$ cat src/chip_io_pkg.sv
package chip_io_pkg;

	// Mode pins as presented on the two mode select pads
	typedef enum logic [1:0] {
		mode_reset   = 2'd0,
		mode_debug   = 2'd1,
		mode_run     = 2'd2,
		mode_memload = 2'd3
	} mode_e;

	// Ports A and B and the core output bus
	localparam int port_width = 8;

	// Pattern buffer serial address
	localparam int saddr_width = 3;

	// Instruction memory write side
	localparam int imem_adr_width = 10;
	localparam int pattern_width = 23;
	localparam int pattern_shift_width = 24;
	localparam int imem_word_width = 2 * pattern_width;

	// Byte shifter, filled by load_bytes strobes with the first byte on top
	localparam int load_word_width = 58;
	localparam int load_bytes = 8;

	// Field view of the shifter
	// Each pattern half is shifted in as 24 bits but stored as 23
	typedef struct packed {
		logic [imem_adr_width-1:0]                    adr;
		logic [pattern_shift_width-pattern_width-1:0] unused_hi;
		logic [pattern_width-1:0]                     pat_high;
		logic [pattern_shift_width-pattern_width-1:0] unused_lo;
		logic [pattern_width-1:0]                     pat_low;
	} imem_load_fields_t;

	// One shifter word, seen raw by the shifter and as fields by the decoder
	typedef union packed {
		logic [load_word_width-1:0] raw;
		imem_load_fields_t          field;
	} imem_load_word_u;

endpackage

$ cat src/input_sync.sv
`timescale 1ns/10ps

module input_sync #(
	parameter int width = 12
) (
	input  logic             clk_int,
	input  logic             mode_is_reset,
	input  logic [width-1:0] async_in,
	output logic [width-1:0] sync_out
);

	// First stage may go metastable, only the second is read
	logic [width-1:0] meta_q;

	always_ff @(posedge clk_int or posedge mode_is_reset) begin
		if (mode_is_reset) begin
			meta_q   <= '0;
			sync_out <= '0;
		end else begin
			meta_q   <= async_in;
			sync_out <= meta_q;
		end
	end

endmodule

$ cat src/chip_control.sv
`timescale 1ns/10ps

module chip_control #(
	parameter int clk_out_div_bits = 4
) (
	input  logic                clk_int,
	input  chip_io_pkg::mode_e  mode,
	// Port B bits 2 to 0, read as buffer resets in debug mode
	input  logic [2:0]          port_b_in,
	input  logic                division_pin,
	output logic                mode_is_reset,
	output logic                mode_is_debug,
	output logic                mode_is_run,
	output logic                mode_is_memload,
	output logic                reset_pat,
	output logic                reset_patternbuf_low,
	output logic                reset_patternbuf_high,
	output logic                pat_clock_division,
	output logic                clock_out
);

	logic                        debug_q;
	logic [clk_out_div_bits-1:0] clk_div;
	logic                        hold_reset;

	assign mode_is_reset   = (mode == chip_io_pkg::mode_reset);
	assign mode_is_debug   = (mode == chip_io_pkg::mode_debug);
	assign mode_is_run     = (mode == chip_io_pkg::mode_run);
	assign mode_is_memload = (mode == chip_io_pkg::mode_memload);

	// Core and buffers stay in reset while the memory is being loaded
	assign hold_reset = mode_is_reset | mode_is_memload;

	assign reset_pat             = hold_reset | (mode_is_debug & port_b_in[2]);
	assign reset_patternbuf_high = hold_reset | (mode_is_debug & port_b_in[1]);
	assign reset_patternbuf_low  = hold_reset | (mode_is_debug & port_b_in[0]);

	// Previous debug state, marks the first cycle after debug entry
	always_ff @(posedge clk_int or posedge mode_is_reset) begin
		if (mode_is_reset) begin
			debug_q <= 1'b0;
		end else begin
			debug_q <= mode_is_debug;
		end
	end

	// Slow pat clock by default, pin value taken once per debug entry
	always_ff @(posedge clk_int or posedge mode_is_reset) begin
		if (mode_is_reset) begin
			pat_clock_division <= 1'b1;
		end else if (mode_is_debug && !debug_q) begin
			pat_clock_division <= division_pin;
		end
	end

	// Free running divider, its top bit is the clock output pad
	always_ff @(posedge clk_int or posedge mode_is_reset) begin
		if (mode_is_reset) begin
			clk_div <= '0;
		end else begin
			clk_div <= clk_div + 1'b1;
		end
	end

	assign clock_out = clk_div[clk_out_div_bits-1];

	reset_pat_in_reset_mode: assert property (
		@(posedge clk_int) mode_is_reset |-> reset_pat
	) else $error("reset_pat low in reset mode");

endmodule

$ cat src/imem_loader.sv
`timescale 1ns/10ps

module imem_loader (
	input  logic                                   clk_int,
	input  logic                                   mode_is_reset,
	input  logic                                   mode_is_memload,
	input  logic [chip_io_pkg::port_width-1:0]     port_a_sync,
	input  logic                                   load_strobe_sync,
	input  logic                                   load_write_sync,
	output logic [chip_io_pkg::imem_adr_width-1:0] imem_write_adr,
	output logic [chip_io_pkg::imem_word_width-1:0] imem_in,
	output logic                                   imem_write
);

	localparam int count_width = $clog2(chip_io_pkg::load_bytes + 1);
	localparam int keep_width = chip_io_pkg::load_word_width - chip_io_pkg::port_width;

	logic                        strobe_gated;
	logic                        strobe_prev;
	logic                        strobe_edge;
	chip_io_pkg::imem_load_word_u shifter;
	logic [count_width-1:0]      byte_count;

	// Strobe only counts in memory load mode
	assign strobe_gated = load_strobe_sync & mode_is_memload;
	assign strobe_edge  = strobe_gated & ~strobe_prev;

	always_ff @(posedge clk_int or posedge mode_is_reset) begin
		if (mode_is_reset) begin
			strobe_prev <= 1'b0;
		end else begin
			strobe_prev <= strobe_gated;
		end
	end

	// New byte enters at the bottom, older bytes move up
	always_ff @(posedge clk_int or posedge mode_is_reset) begin
		if (mode_is_reset) begin
			shifter.raw <= '0;
		end else if (strobe_edge) begin
			shifter.raw <= {shifter.raw[keep_width-1:0], port_a_sync};
		end
	end

	// Strobes seen in the current memory load session, saturating
	always_ff @(posedge clk_int or posedge mode_is_reset) begin
		if (mode_is_reset) begin
			byte_count <= '0;
		end else if (!mode_is_memload) begin
			byte_count <= '0;
		end else if (strobe_edge && byte_count != count_width'(chip_io_pkg::load_bytes)) begin
			byte_count <= byte_count + 1'b1;
		end
	end

	// Spare top bit of each 24-bit half is dropped here
	assign imem_write_adr = shifter.field.adr;
	assign imem_in        = {shifter.field.pat_high, shifter.field.pat_low};
	assign imem_write     = load_write_sync & mode_is_memload;

	write_only_in_memload: assert property (
		@(posedge clk_int) imem_write |-> mode_is_memload
	) else $error("imem_write outside memory load mode");

	write_after_full_word: assert property (
		@(posedge clk_int) disable iff (mode_is_reset)
		$rose(imem_write) |-> byte_count == count_width'(chip_io_pkg::load_bytes)
	) else $error("imem_write before a full word was shifted in");

endmodule

$ cat src/debug_port.sv
`timescale 1ns/10ps

module debug_port (
	input  logic                                mode_is_debug,
	input  logic                                mode_is_run,
	input  logic [chip_io_pkg::port_width-1:0]  port_a_in,
	input  logic                                sout_low,
	input  logic                                sout_high,
	input  logic [chip_io_pkg::port_width-1:0]  core_outputs,
	output logic                                sclk_low,
	output logic                                sclk_high,
	output logic                                ssel_low,
	output logic                                ssel_high,
	output logic                                sin_low,
	output logic                                sin_high,
	output logic [chip_io_pkg::saddr_width-1:0] saddr_low,
	output logic [chip_io_pkg::saddr_width-1:0] saddr_high,
	output logic [chip_io_pkg::port_width-1:0]  port_b_out,
	output logic                                port_b_lsb_oe
);

	logic                                sclk;
	logic                                ssel;
	logic                                sin;
	logic [chip_io_pkg::saddr_width-1:0] saddr;
	logic                                sel_high;
	logic                                sout;

	// Port A layout in debug mode, bit 7 is spare
	assign sclk     = mode_is_debug & port_a_in[0];
	assign ssel     = mode_is_debug & port_a_in[1];
	assign sin      = mode_is_debug & port_a_in[2];
	assign saddr    = mode_is_debug ? port_a_in[5:3] : '0;
	assign sel_high = mode_is_debug & port_a_in[6];

	// Unselected buffer sees an idle link
	assign sclk_low   = sel_high ? 1'b0 : sclk;
	assign ssel_low   = sel_high ? 1'b0 : ssel;
	assign sin_low    = sel_high ? 1'b0 : sin;
	assign saddr_low  = sel_high ? '0 : saddr;
	assign sclk_high  = sel_high ? sclk : 1'b0;
	assign ssel_high  = sel_high ? ssel : 1'b0;
	assign sin_high   = sel_high ? sin : 1'b0;
	assign saddr_high = sel_high ? saddr : '0;

	assign sout = sel_high ? sout_high : sout_low;

	always_comb begin
		port_b_out = core_outputs;
		if (mode_is_debug) begin
			// Bits 0 to 3 are reset and division inputs here, drive them as pull-ups
			port_b_out[3:0] = 4'hf;
			port_b_out[4]   = sout;
		end
	end

	// Lower half of port B is only driven while the core runs
	assign port_b_lsb_oe = mode_is_run;

	always_comb begin
		single_sclk: assert final (!(sclk_low && sclk_high))
		else $error("both pattern buffer serial clocks active");
	end

endmodule

$ cat src/pad_ring_top.sv
`timescale 1ns/10ps

module pad_ring_top #(
	parameter int clk_out_div_bits = 4
) (
	input  logic                                    clk_int,
	input  chip_io_pkg::mode_e                      mode,
	input  logic [chip_io_pkg::port_width-1:0]      port_a_in,
	input  logic [chip_io_pkg::port_width-1:0]      port_b_in,
	input  logic                                    pwm_low,
	input  logic                                    pwm_high,
	input  logic                                    sout_low,
	input  logic                                    sout_high,
	input  logic [chip_io_pkg::port_width-1:0]      core_outputs,
	output logic                                    reset_pat,
	output logic                                    reset_patternbuf_low,
	output logic                                    reset_patternbuf_high,
	output logic                                    pat_clock_division,
	output logic                                    clock_out,
	output logic [chip_io_pkg::imem_adr_width-1:0]  imem_write_adr,
	output logic [chip_io_pkg::imem_word_width-1:0] imem_in,
	output logic                                    imem_write,
	output logic                                    sclk_low,
	output logic                                    sclk_high,
	output logic                                    ssel_low,
	output logic                                    ssel_high,
	output logic                                    sin_low,
	output logic                                    sin_high,
	output logic [chip_io_pkg::saddr_width-1:0]     saddr_low,
	output logic [chip_io_pkg::saddr_width-1:0]     saddr_high,
	output logic [chip_io_pkg::port_width-1:0]      port_b_out,
	output logic                                    port_b_lsb_oe,
	output logic [chip_io_pkg::port_width-1:0]      port_a_sync,
	output logic                                    pwm_low_sync,
	output logic                                    pwm_high_sync
);

	localparam int pw = chip_io_pkg::port_width;
	// Port A, two load strobes and two PWM pins
	localparam int sync_width = pw + 4;

	logic [sync_width-1:0] sync_in;
	logic [sync_width-1:0] sync_out;
	logic                  mode_is_reset;
	logic                  mode_is_debug;
	logic                  mode_is_run;
	logic                  mode_is_memload;
	logic                  load_strobe_sync;
	logic                  load_write_sync;

	assign sync_in          = {pwm_high, pwm_low, port_b_in[1:0], port_a_in};
	assign port_a_sync      = sync_out[pw-1:0];
	assign load_strobe_sync = sync_out[pw];
	assign load_write_sync  = sync_out[pw+1];
	assign pwm_low_sync     = sync_out[pw+2];
	assign pwm_high_sync    = sync_out[pw+3];

	input_sync #(
		.width(sync_width)
	) u_input_sync (
		.clk_int      (clk_int),
		.mode_is_reset(mode_is_reset),
		.async_in     (sync_in),
		.sync_out     (sync_out)
	);

	chip_control #(
		.clk_out_div_bits(clk_out_div_bits)
	) u_chip_control (
		.clk_int              (clk_int),
		.mode                 (mode),
		.port_b_in            (port_b_in[2:0]),
		.division_pin         (port_b_in[3]),
		.mode_is_reset        (mode_is_reset),
		.mode_is_debug        (mode_is_debug),
		.mode_is_run          (mode_is_run),
		.mode_is_memload      (mode_is_memload),
		.reset_pat            (reset_pat),
		.reset_patternbuf_low (reset_patternbuf_low),
		.reset_patternbuf_high(reset_patternbuf_high),
		.pat_clock_division   (pat_clock_division),
		.clock_out            (clock_out)
	);

	imem_loader u_imem_loader (
		.clk_int         (clk_int),
		.mode_is_reset   (mode_is_reset),
		.mode_is_memload (mode_is_memload),
		.port_a_sync     (port_a_sync),
		.load_strobe_sync(load_strobe_sync),
		.load_write_sync (load_write_sync),
		.imem_write_adr  (imem_write_adr),
		.imem_in         (imem_in),
		.imem_write      (imem_write)
	);

	// Debug link runs straight from the pads, the serial clock is slow
	debug_port u_debug_port (
		.mode_is_debug(mode_is_debug),
		.mode_is_run  (mode_is_run),
		.port_a_in    (port_a_in),
		.sout_low     (sout_low),
		.sout_high    (sout_high),
		.core_outputs (core_outputs),
		.sclk_low     (sclk_low),
		.sclk_high    (sclk_high),
		.ssel_low     (ssel_low),
		.ssel_high    (ssel_high),
		.sin_low      (sin_low),
		.sin_high     (sin_high),
		.saddr_low    (saddr_low),
		.saddr_high   (saddr_high),
		.port_b_out   (port_b_out),
		.port_b_lsb_oe(port_b_lsb_oe)
	);

endmodule

$ cat config.mk
export PLATFORM = sky130hd
export DESIGN_NAME = pad_ring_top
export DESIGN_NICKNAME = d
export VERILOG_FILES = /design/src/chip_io_pkg.sv /design/src/input_sync.sv /design/src/chip_control.sv /design/src/imem_loader.sv /design/src/debug_port.sv /design/src/pad_ring_top.sv
export SDC_FILE = /design/constraint.sdc
export NUM_CORES = 1
export LEC_CHECK = 0
export BUFFER_PORTS_ARGS = -buffer_cell sky130_fd_sc_hd__buf_2
export CAP_MARGIN = 10
export CORE_MARGIN = 4
export CORE_UTILIZATION = 50
export DETAILED_ROUTE_END_ITERATION = 12
export PLACE_DENSITY = 0.76
export SLEW_MARGIN = 10
export SYNTH_ARGS = -nofsm -noshare
export SYNTH_HDL_FRONTEND = slang
export SYNTH_SLANG_ARGS = --single-unit
$ cat constraint.sdc
create_clock -name clk_int -period 4.21 [get_ports clk_int]
set_clock_uncertainty 0.1 [all_clocks]
set_input_delay 0.6315 -clock clk_int [delete_from_list [all_inputs] [get_ports clk_int]]
set_output_delay 0.6315 -clock clk_int [all_outputs]
set_load 0.01 [all_outputs]
==> results.py, run 1 <==
metrics = {
    "clock_network": {
        "clock-sinks": 89,
        "clock_latency_ns": 0.34,
        "htree_levels": 3,
        "cts_hold_buffers": 0,
        "post_cts_buffers": 0,
        "cts.clk_slew.worst_paths_ns": 0.08,
        "ctsResizeCount": 0,
        "cts_buffer_depth": 2,
        "tritoncts": "done",
        "cts_made_buffers": 9,
        "cts_root_buffer": "clkbuf_8",
    },
    "synthesis": {
        "synth_top_family_by_area": "multiplexers",
        "synth_nets": 296,
        "yosys-top-cells-count": "dfrtp_1, buf_4, mux2_2",
        "yosys.area_share.simple_pct": 5.01,
        "synth_compound_area_share_pct": 0.431,
        "post-synth-top-count-cell": "dfrtp_1",
        "synth_edf_count": 0,
        "synth.top_cell.area_share_pct": 58.4,
        "async_reset_ff_share_pct": 100,
        "synth_area_leaders": "dfrtp_1, buf_4, mux2_2",
        "yosys.area_share.xor_xnor_pct": 0.464,
        "synth_top_area_cell": "dfrtp_1",
        "syn_inst": 259,
        "ys_seq_elements": 89,
        "synth.area.mux_share_pct": 19.6,
        "netlist_area_um2": 3770,
        "ys_seq_area_share_pct": 59.1,
        "synth_top_flop_cell": "dfrtp_1",
        "synth_fa_ha_area_share_pct": 1.99,
        "ys_warn_count": 0,
        "synth.lib_cells_used.distinct": 21,
        "avgSynthCellArea_um2": 14.6,
    },
    "worst_setup_path": {
        "path_delay_family": "simple AND/OR/NAND/NOR gates",
        "path_cells": "buf_2, inv_1, ha_1, nor2b_1, and2_1, buf_2",
        "crit_type": "input pin to primary output",
        "end_kind": "primary output",
        "crit_path_max_incr_delay_ns": 0.32,
        "timing.critical_path.fanout_max": 10,
        "start_kind": "input pin",
        "crit_top_cell": "buf_2",
        "cp_data_required_time_ns": 3.48,
        "critPathSlowestCell": "nor2b_1",
        "arrival_ns": 1.74,
        "path_buf_inv": 3,
    },
    "routing": {
        "wl_per_cell_um": 13.8,
        "detail_route.drc_violations": 0,
        "vias": 1980,
        "ant_nets": 0,
        "wl_met2_mm": 2.75,
        "wl_met3_um": 499,
        "met1_length_mm": 2.49,
        "first_pass_iters": 3,
        "vias_per_cell": 4.69,
        "highest_layer": "met4",
        "drt-initial-drc-count": 47,
        "routed_wl_mm": 5.81,
    },
    "global_route": {
        "grt_overflow": 0,
        "grt_pass1_wl_mm": 9.54,
        "antenna_found_initial": 0,
        "grt_max_degree": 90,
        "grtUsageTotal_pct": 13.9,
        "grt_pass1_vias": 1967,
    },
    "finish": {
        "synthToLayoutAreaGrowth_pct": 10.5,
        "postLayoutCoreUtil_pct": 57.2,
        "diodes": 0,
        "fill_cells": 634,
        "design_area_um2": 4170,
        "drive_above_1_share_pct": 60.1,
        "final_nets": 355,
        "fin_cells": 422,
    },
    "pwr": {
        "ir_drop_mv": 0.219,
        "p_leak_nw": 2.23,
        "power.internal_mw": 1.79,
        "p_per_area_nw_per_um2": 609,
        "pwr-share-clk_pct": 22.5,
        "total_power_mw": 2.54,
        "combPwrFrac_pct": 27.6,
        "p_sw_share_pct": 29.4,
        "switching_power_mw": 0.748,
        "seqPwrFrac_pct": 50.0,
    },
    "sta": {
        "finalCritPeriodShare_pct": 58.8,
        "hold_viol_final": 0,
        "fmax_mhz": 404,
        "tightest_slew_ns": 1.06,
        "slew_violations": 0,
        "rsz0062_at_grt": "false",
        "setup_violations": 0,
        "relSlewSlack_pct": 29.0,
        "fin_tns_setup_ns": 0,
        "period_needed_ns": 2.48,
    },
    "placed_design": {
        "port_buffers": 113,
        "dp_hpwl_mm": 4.06,
        "dpl_cell_area_um2": 3970,
        "gp_congestion": 0.772,
        "place_inst": 406,
    },
    "hold_path": {
        "hold_class": "flip-flop to flip-flop",
    },
    "flow_run": {
        "drv_cap": 0,
    },
    "die": {
        "ios": 124,
        "dieHeight_um": 94.9,
        "die_w_um": 94.9,
        "core_area_um2": 7290,
        "rows": 31,
        "die-area_um2": 9000,
        "start_util_pct": 51.7,
    },
    "status": {
        "outcome": "complete, no violations",
    },
}
power groups by stage:
stage | logic (mW) | registers (mW) | clock network [mW]
after floorplan | 0.741 | 1.24 | 0
after global placement | 0.700 | 1.27 | 0
after CTS | 0.717 | 1.27 | 0.596
final | 0.700 | 1.27 | 0.571
after detailed placement | 0.716 | 1.29 | 0
after global routing | 0.762 | 1.31 | 0.630
flip-flops by register name (all words and copies together) (netlist names):
signal	cells
u_imem_loader.shifter	58
u_input_sync.meta_q	12
u_input_sync.sync_out	12
u_chip_control.clk_div	4
u_chip_control.debug_q	1
u_chip_control.pat_clock_division	1
u_imem_loader.strobe_prev	1
final timing paths:
kind / start / endpoint / slack (ns) / cells past startpoint
setup / recovery: mode[1] / sclk_low / 1.73 / 6
hold / removal: u_input_sync.meta_q[0] / u_input_sync.sync_out[0] / 0.25 / 0
setup reg to reg: u_imem_loader.strobe_prev / u_imem_loader.shifter[18] / 2.27 / 2
hold reg to reg: u_input_sync.meta_q[0] / u_input_sync.sync_out[0] / 0.25 / 0
max in group asynchronous: mode[0] / u_imem_loader.shifter[57] / 2.57 / 4
min in group asynchronous: mode[1] / u_input_sync.sync_out[9] / 0.70 / 4
cells in the final DEF (no fill, tap or decap):
master / Yosys / final
a21bo_2: 1 / 1
mux2_4: 20 / 20
inv_1: 4 / 3
dfrtp_1: 88 / 88
nand3_1: 2 / 2
nor2_1: 2 / 2
or2_2: 4 / 4
clkbuf_1: 0 / 2
clkbuf_8: 0 / 10
xor2_1: 1 / 1
clkinv_2: 0 / 1
inv_6: 0 / 1
inv_4: 0 / 1
nand3b_4: 1 / 1
dfstp_2: 1 / 1
xnor2_1: 1 / 1
bufinv_16: 0 / 1
ha_1: 6 / 6
clkinvlp_4: 0 / 1
mux2_2: 39 / 39
buf_2: 3 / 113
nand2_1: 7 / 7
a31oi_1: 1 / 1
and3_1: 1 / 1
nor2b_1: 2 / 2
and2_1: 13 / 13
worst register-to-register path: cells and delay by family, from the launching register on:
kind          cells  cell delay [ns]
simple gates      1             0.75
mux               1             0.60
flops             1             0.38
per-stage QoR:
step                setup WS [ns]  hold WS [ns]
floorplan                   0.943         0.231
global placement             1.69         0.231
detailed placement           1.69         0.235
CTS                          1.72         0.254
global route                 1.51         0.259
finish                       1.73         0.251
routing by layer:
layer	global-route usage, %	vias up
li1	-	918
met1	16.9	966
met2	22.1	88
met3	4.94	8
met4	6.61	0
met5	0	-
layout make-up:
class	count	area, um^2	share of cell area, %
flip-flops and latches	89	2230	53.5
clock buffers	12	145	3.48
repair buffers	113	566	13.6
multi-input cells	101	1040	24.9
inverters	4	17.5	0.420
well taps	99	124	2.97
clock inverters	4	51.3	1.23
cell families after synthesis:
logic type / after synthesis
fa+ha+maj: 6
compound gates: 2
mux: 59
buf+inv: 69
flops: 89
xor+xnor: 2
simple gates: 32
(Power assumes the default switching activity.)
==> run 2, diff against run 1 <==
--- a/config.mk
+++ b/config.mk
@@ -8,9 +8,9 @@
 export BUFFER_PORTS_ARGS = -buffer_cell sky130_fd_sc_hd__buf_2
 export CAP_MARGIN = 10
 export CORE_MARGIN = 4
-export CORE_UTILIZATION = 50
+export CORE_UTILIZATION = 45
 export DETAILED_ROUTE_END_ITERATION = 12
-export PLACE_DENSITY = 0.76
+export PLACE_DENSITY = 0.72
 export SLEW_MARGIN = 10
 export SYNTH_ARGS = -nofsm -noshare
 export SYNTH_HDL_FRONTEND = slang
==> constraint.sdc (replaced) <==
create_clock -name clk_int -period 2.2 [get_ports clk_int]
set_clock_uncertainty 0.1 [all_clocks]
set_input_delay 0.33 -clock clk_int [delete_from_list [all_inputs] [get_ports clk_int]]
set_output_delay 0.33 -clock clk_int [all_outputs]
set_load 0.01 [all_outputs]
==> results.py, run 2 (synthesized netlist as in run 1, its figures left out) <==
metrics = {
    "clock_network": {
        "tritoncts": "done",
        "htree_levels": 3,
        "post_cts_buffers": 0,
        "ctsResizeCount": 0,
        "clock-sinks": 89,
        "clock_latency_ns": 0.35,
        "cts.clk_slew.worst_paths_ns": 0.08,
        "cts_buffer_depth": 2,
        "cts_made_buffers": 9,
        "cts_root_buffer": "clkbuf_8",
    },
    "sta": {
        "tightest_slew_ns": 0.437,
        "period_needed_ns": 1.87,
        "rsz0062_at_grt": "false",
        "relSlewSlack_pct": 70.9,
        "fmax_mhz": 536,
        "finalCritPeriodShare_pct": 84.8,
        "hold_viol_final": 0,
        "setup_violations": 0,
        "slew_violations": 0,
        "fin_tns_setup_ns": 0,
    },
    "worst_setup_path": {
        "timing.critical_path.fanout_max": 10,
        "start_kind": "input pin",
        "cp_data_required_time_ns": 1.77,
        "crit_type": "input pin to primary output",
        "arrival_ns": 1.44,
        "end_kind": "primary output",
    },
    "hold_path": {
        "hold_class": "input pin to asynchronous set/reset pin",
    },
    "pwr": {
        "p_per_area_nw_per_um2": 1130,
        "ir_drop_mv": 0.400,
        "p_leak_nw": 2.29,
    },
    "die": {
        "die-area_um2": 9910,
        "rows": 33,
        "core_area_um2": 8180,
        "dieHeight_um": 99.6,
        "start_util_pct": 46.1,
        "die_w_um": 99.6,
        "ios": 124,
    },
    "finish": {
        "final_common_cell": "buf_2",
        "drive_above_1_share_pct": 58.6,
        "largest_reg_flops": 58,
        "largest-register": "u_imem_loader.shifter",
        "largestRegisters": "u_imem_loader.shifter x58, u_input_sync.meta_q x12, u_input_sync.sync_out x12",
        "synthToLayoutAreaGrowth_pct": 14.7,
        "final_nets": 368,
        "diodes": 0,
        "postLayoutCoreUtil_pct": 52.9,
        "final_cell_mix": "buf_2, dfrtp_1, mux2_2, mux2_4, and2_1",
    },
    "global_route": {
        "grt_overflow": 0,
        "grt_pass1_wl_mm": 10.1,
        "grt_pass1_vias": 2029,
        "antenna_found_initial": 0,
        "grt_max_degree": 85,
        "grtUsageTotal_pct": 12.9,
    },
    "routing": {
        "drt-initial-drc-count": 33,
        "vias": 1980,
        "detail_route.drc_violations": 0,
        "wl_per_cell_um": 13.9,
        "vias_per_cell": 4.49,
        "routed_wl_mm": 6.15,
        "ant_nets": 0,
        "first_pass_iters": 4,
    },
    "placed_design": {
        "gp_congestion": 0.720,
        "port_buffers": 113,
        "dp_hpwl_mm": 4.11,
    },
    "status": {
        "outcome": "complete, no violations",
    },
    "flow_run": {
        "drv_cap": 0,
    },
}
-- run 2: cell count changes in the layout (fill, tap and decap cells not counted), sizes merged --
cell         before  now
buf             113  115
clkbuf           12   10
clkinv            1    4
clkinvlp          1    2
dlygate4sd3       0   11
inv               5    3
-- run 2: critical path, cell delays in order --
cell	delay [ns]
buf_2	0.12
inv_1	0.09
ha_1	0.31
and3_1	0.30
and2_1	0.15
buf_2	0.13
-- run 2: layout make-up --
cell class              count  area [um^2]
repair buffers            126          716
multi-input cells         101         1040
well taps                 105          131
clock inverters             6         68.8
fillers                   703         3850
clock buffers              10          128
inverters                   4         18.8
flip-flops and latches     89         2230
-- run 2: path summary, 6_finish.rpt --
| path | endpoint | startpoint | slack, ns | depth (start not counted) |
|---|---|---|---|---|
| setup / recovery | ssel_high | mode[1] | 0.33 | 6 |
| hold / removal | u_imem_loader.strobe_prev | mode[1] | 0.06 | 4 |
| setup reg to reg | u_imem_loader.shifter[45] | u_input_sync.sync_out[8] | 0.76 | 3 |
| hold reg to reg | u_input_sync.sync_out[1] | u_input_sync.meta_q[1] | 0.25 | 0 |
| max in group asynchronous | u_chip_control.pat_clock_division | mode[0] | 1.27 | 5 |
| min in group clk_int | u_input_sync.meta_q[6] | port_a_in[6] | 0.07 | 1 |
-- run 2: per-stage QoR --
step | std cells | hold slack (ns) | worst slack [ns] | total power [mW] | cell area, um^2
global placement | 414 | 0.231 | 0.380 | 3.78 | 4020
CTS | 441 | 0.0375 | 0.320 | 4.97 | 4330
global route | 441 | 0.0440 | 0.189 | 5.19 | 4330
floorplan | 259 | 0.231 | 0.451 | 3.79 | 3780
finish | 441 | 0.0641 | 0.333 | 4.88 | 4330
detailed placement | 414 | 0.235 | 0.320 | 3.85 | 4020
-- run 2: what timing repair did --
| action | CTS | global route |
|---|---|---|
| hold buffers | 11 | 0 |
| setup endpoints to repair | 0 | 0 |
| hold endpoints to repair | 11 | 0 |
-- run 2: routing by layer --
metal	GRT usage [%]	routed length, um
met1	17.0	2700
met5	0	0
met3	4.00	511
met2	19.6	2830
met4	6.09	112
-- run 2: power breakdown --
part	internal, mW	leakage, nW	switching (mW)
registers	2.11	1.06	0.319
logic	0.780	1.13	0.579
clock network	0.529	0.0964	0.563
total	3.42	2.29	1.46
==> run 3, diff against run 2 <==
--- a/config.mk
+++ b/config.mk
@@ -8,9 +8,9 @@
 export BUFFER_PORTS_ARGS = -buffer_cell sky130_fd_sc_hd__buf_2
 export CAP_MARGIN = 10
 export CORE_MARGIN = 4
-export CORE_UTILIZATION = 45
+export CORE_UTILIZATION = 50
 export DETAILED_ROUTE_END_ITERATION = 12
-export PLACE_DENSITY = 0.72
+export PLACE_DENSITY = 0.76
 export SLEW_MARGIN = 10
 export SYNTH_ARGS = -nofsm -noshare
 export SYNTH_HDL_FRONTEND = slang
==> constraint.sdc (replaced) <==
create_clock -name clk_int -period 1.8 [get_ports clk_int]
set_clock_uncertainty 0.1 [all_clocks]
set_input_delay 0.27 -clock clk_int [delete_from_list [all_inputs] [get_ports clk_int]]
set_output_delay 0.27 -clock clk_int [all_outputs]
set_load 0.01 [all_outputs]
==> results.py, run 3 (synthesized netlist as in run 1, its figures left out) <==
metrics = {
    "worst_setup_path": {
        "cp_data_required_time_ns": 1.43,
        "crit_top_cell": "buf_2",
        "r2r_cells": 3,
        "crit_path_max_incr_delay_ns": 0.27,
        "rr_startpoint": "u_input_sync.sync_out[8]",
        "timing.critical_path.fanout_max": 10,
        "path_delay_family": "simple AND/OR/NAND/NOR gates",
        "path_cells": "buf_2, inv_1, ha_2, and3_1, and2_1, buf_2",
        "crit_type": "input pin to primary output",
        "start_kind": "input pin",
        "arrival_ns": 1.29,
        "r2r-end": "u_imem_loader.shifter[57]",
        "critPathSlowestCell": "and3_1",
        "end_kind": "primary output",
        "timing.reg2reg.setup_slack_ns": 0.41,
        "path_buf_inv": 3,
    },
    "routing": {
        "met1_length_mm": 2.50,
        "wl_met2_mm": 2.95,
        "first_pass_iters": 4,
        "wl_met3_um": 495,
        "highest_layer": "met4",
        "detail_route.drc_violations": 0,
        "wl_per_cell_um": 13.7,
        "vias": 2044,
        "routed_wl_mm": 6.02,
        "vias_per_cell": 4.66,
        "drt-initial-drc-count": 44,
        "ant_nets": 0,
    },
    "finish": {
        "synthToLayoutAreaGrowth_pct": 16.6,
        "final_nets": 373,
        "postLayoutCoreUtil_pct": 60.3,
        "final_common_cell": "buf_2",
        "final_cell_mix": "buf_2, dfrtp_1, mux2_2, mux2_4, and2_1",
        "drive_above_1_share_pct": 59.4,
        "design_area_um2": 4400,
        "largestRegisters": "u_imem_loader.shifter x58, u_input_sync.meta_q x12, u_input_sync.sync_out x12",
        "largest_reg_flops": 58,
        "largest-register": "u_imem_loader.shifter",
        "diodes": 0,
    },
    "die": {
        "start_util_pct": 51.7,
        "ios": 124,
        "core_area_um2": 7290,
        "die_w_um": 94.9,
        "dieHeight_um": 94.9,
        "die-area_um2": 9000,
        "rows": 31,
    },
    "clock_network": {
        "cts_root_buffer": "clkbuf_8",
        "cts.clk_slew.worst_paths_ns": 0.07,
        "clock_latency_ns": 0.34,
        "clock-sinks": 89,
        "cts_buffer_depth": 2,
        "tritoncts": "done",
        "htree_levels": 3,
        "cts_made_buffers": 9,
    },
    "sta": {
        "tightest_slew_ns": 0.445,
        "period_needed_ns": 1.66,
        "finalCritPeriodShare_pct": 92.5,
        "hold_viol_final": 0,
        "fin_tns_setup_ns": 0,
        "relSlewSlack_pct": 70.4,
        "setup_violations": 0,
        "slew_violations": 0,
        "fmax_mhz": 601,
        "rsz0062_at_grt": "false",
    },
    "placed_design": {
        "dp_hpwl_mm": 4.24,
        "dpl_cell_area_um2": 4060,
        "gp_congestion": 0.730,
        "port_buffers": 113,
    },
    "global_route": {
        "grt_pass1_vias": 2066,
        "grt_overflow": 0,
        "grt_max_degree": 90,
        "grt_pass1_wl_mm": 9.74,
        "antenna_found_initial": 0,
        "grtUsageTotal_pct": 14.1,
    },
    "hold_path": {
        "holdPathEnd": "u_chip_control.pat_clock_division",
        "holdPathStages": 2,
        "hold_class": "input pin to flip-flop",
        "hp-start": "port_b_in[3]",
    },
    "pwr": {
        "ir_drop_mv": 0.459,
        "p_per_area_nw_per_um2": 1390,
        "p_leak_nw": 2.33,
    },
    "status": {
        "outcome": "complete, no violations",
    },
    "flow_run": {
        "drv_cap": 0,
    },
}
-- run 3: metrics by stage --
stage	cells	setup WS [ns]	power, mW	hold WS, ns
final	439	0.136	6.11	0.0659
after global routing	439	0.0357	6.46	0.0485
after CTS	439	0.0110	6.21	0.0425
after detailed placement	412	0.0292	4.71	0.235
after global placement	412	0.0882	4.62	0.231
after floorplan	259	0.111	4.63	0.201
-- run 3: power breakdown --
part	total [mW]	switching, mW	internal [mW]
clock network	1.47	0.653	0.818
logic	1.67	0.710	0.962
registers	2.97	0.395	2.57
-- run 3: repair_timing --
action | CTS | global route
setup endpoints to repair | 0 | 11
hold buffers | 12 | 0
gates resized for setup | 0 | 2
setup buffers | 0 | 0
hold endpoints to repair | 12 | 0
-- run 3: area by class of cell --
class                   count  area (um^2)
clock buffers              11          141
clock inverters             4         76.3
fillers                   604         2890
inverters                   4         18.8
multi-input cells         101         1040
flip-flops and latches     89         2230
well taps                  99          124
repair buffers            131          768
-- run 3: worst max-delay path by stage --
| stage | start | endpoint | slack, ns | depth (start not counted) |
|---|---|---|---|---|
| global route | mode[1] | sin_high | 0.04 | 6 |
| floorplan | mode[0] | u_chip_control.clk_div[0] | 0.11 | 3 |
| CTS | mode[1] | sin_low | 0.01 | 6 |
| global placement | mode[1] | sin_low | 0.09 | 6 |
| detailed placement | mode[1] | sin_low | 0.03 | 6 |
| finish | mode[1] | sin_high | 0.14 | 6 |
-- run 3: layer usage --
layer  up-vias  global-route usage, %
met5         -                      0
met4         0                   6.97
met3        11                   4.62
met2        89                   23.1
met1       999                   16.8
li1        945                      -
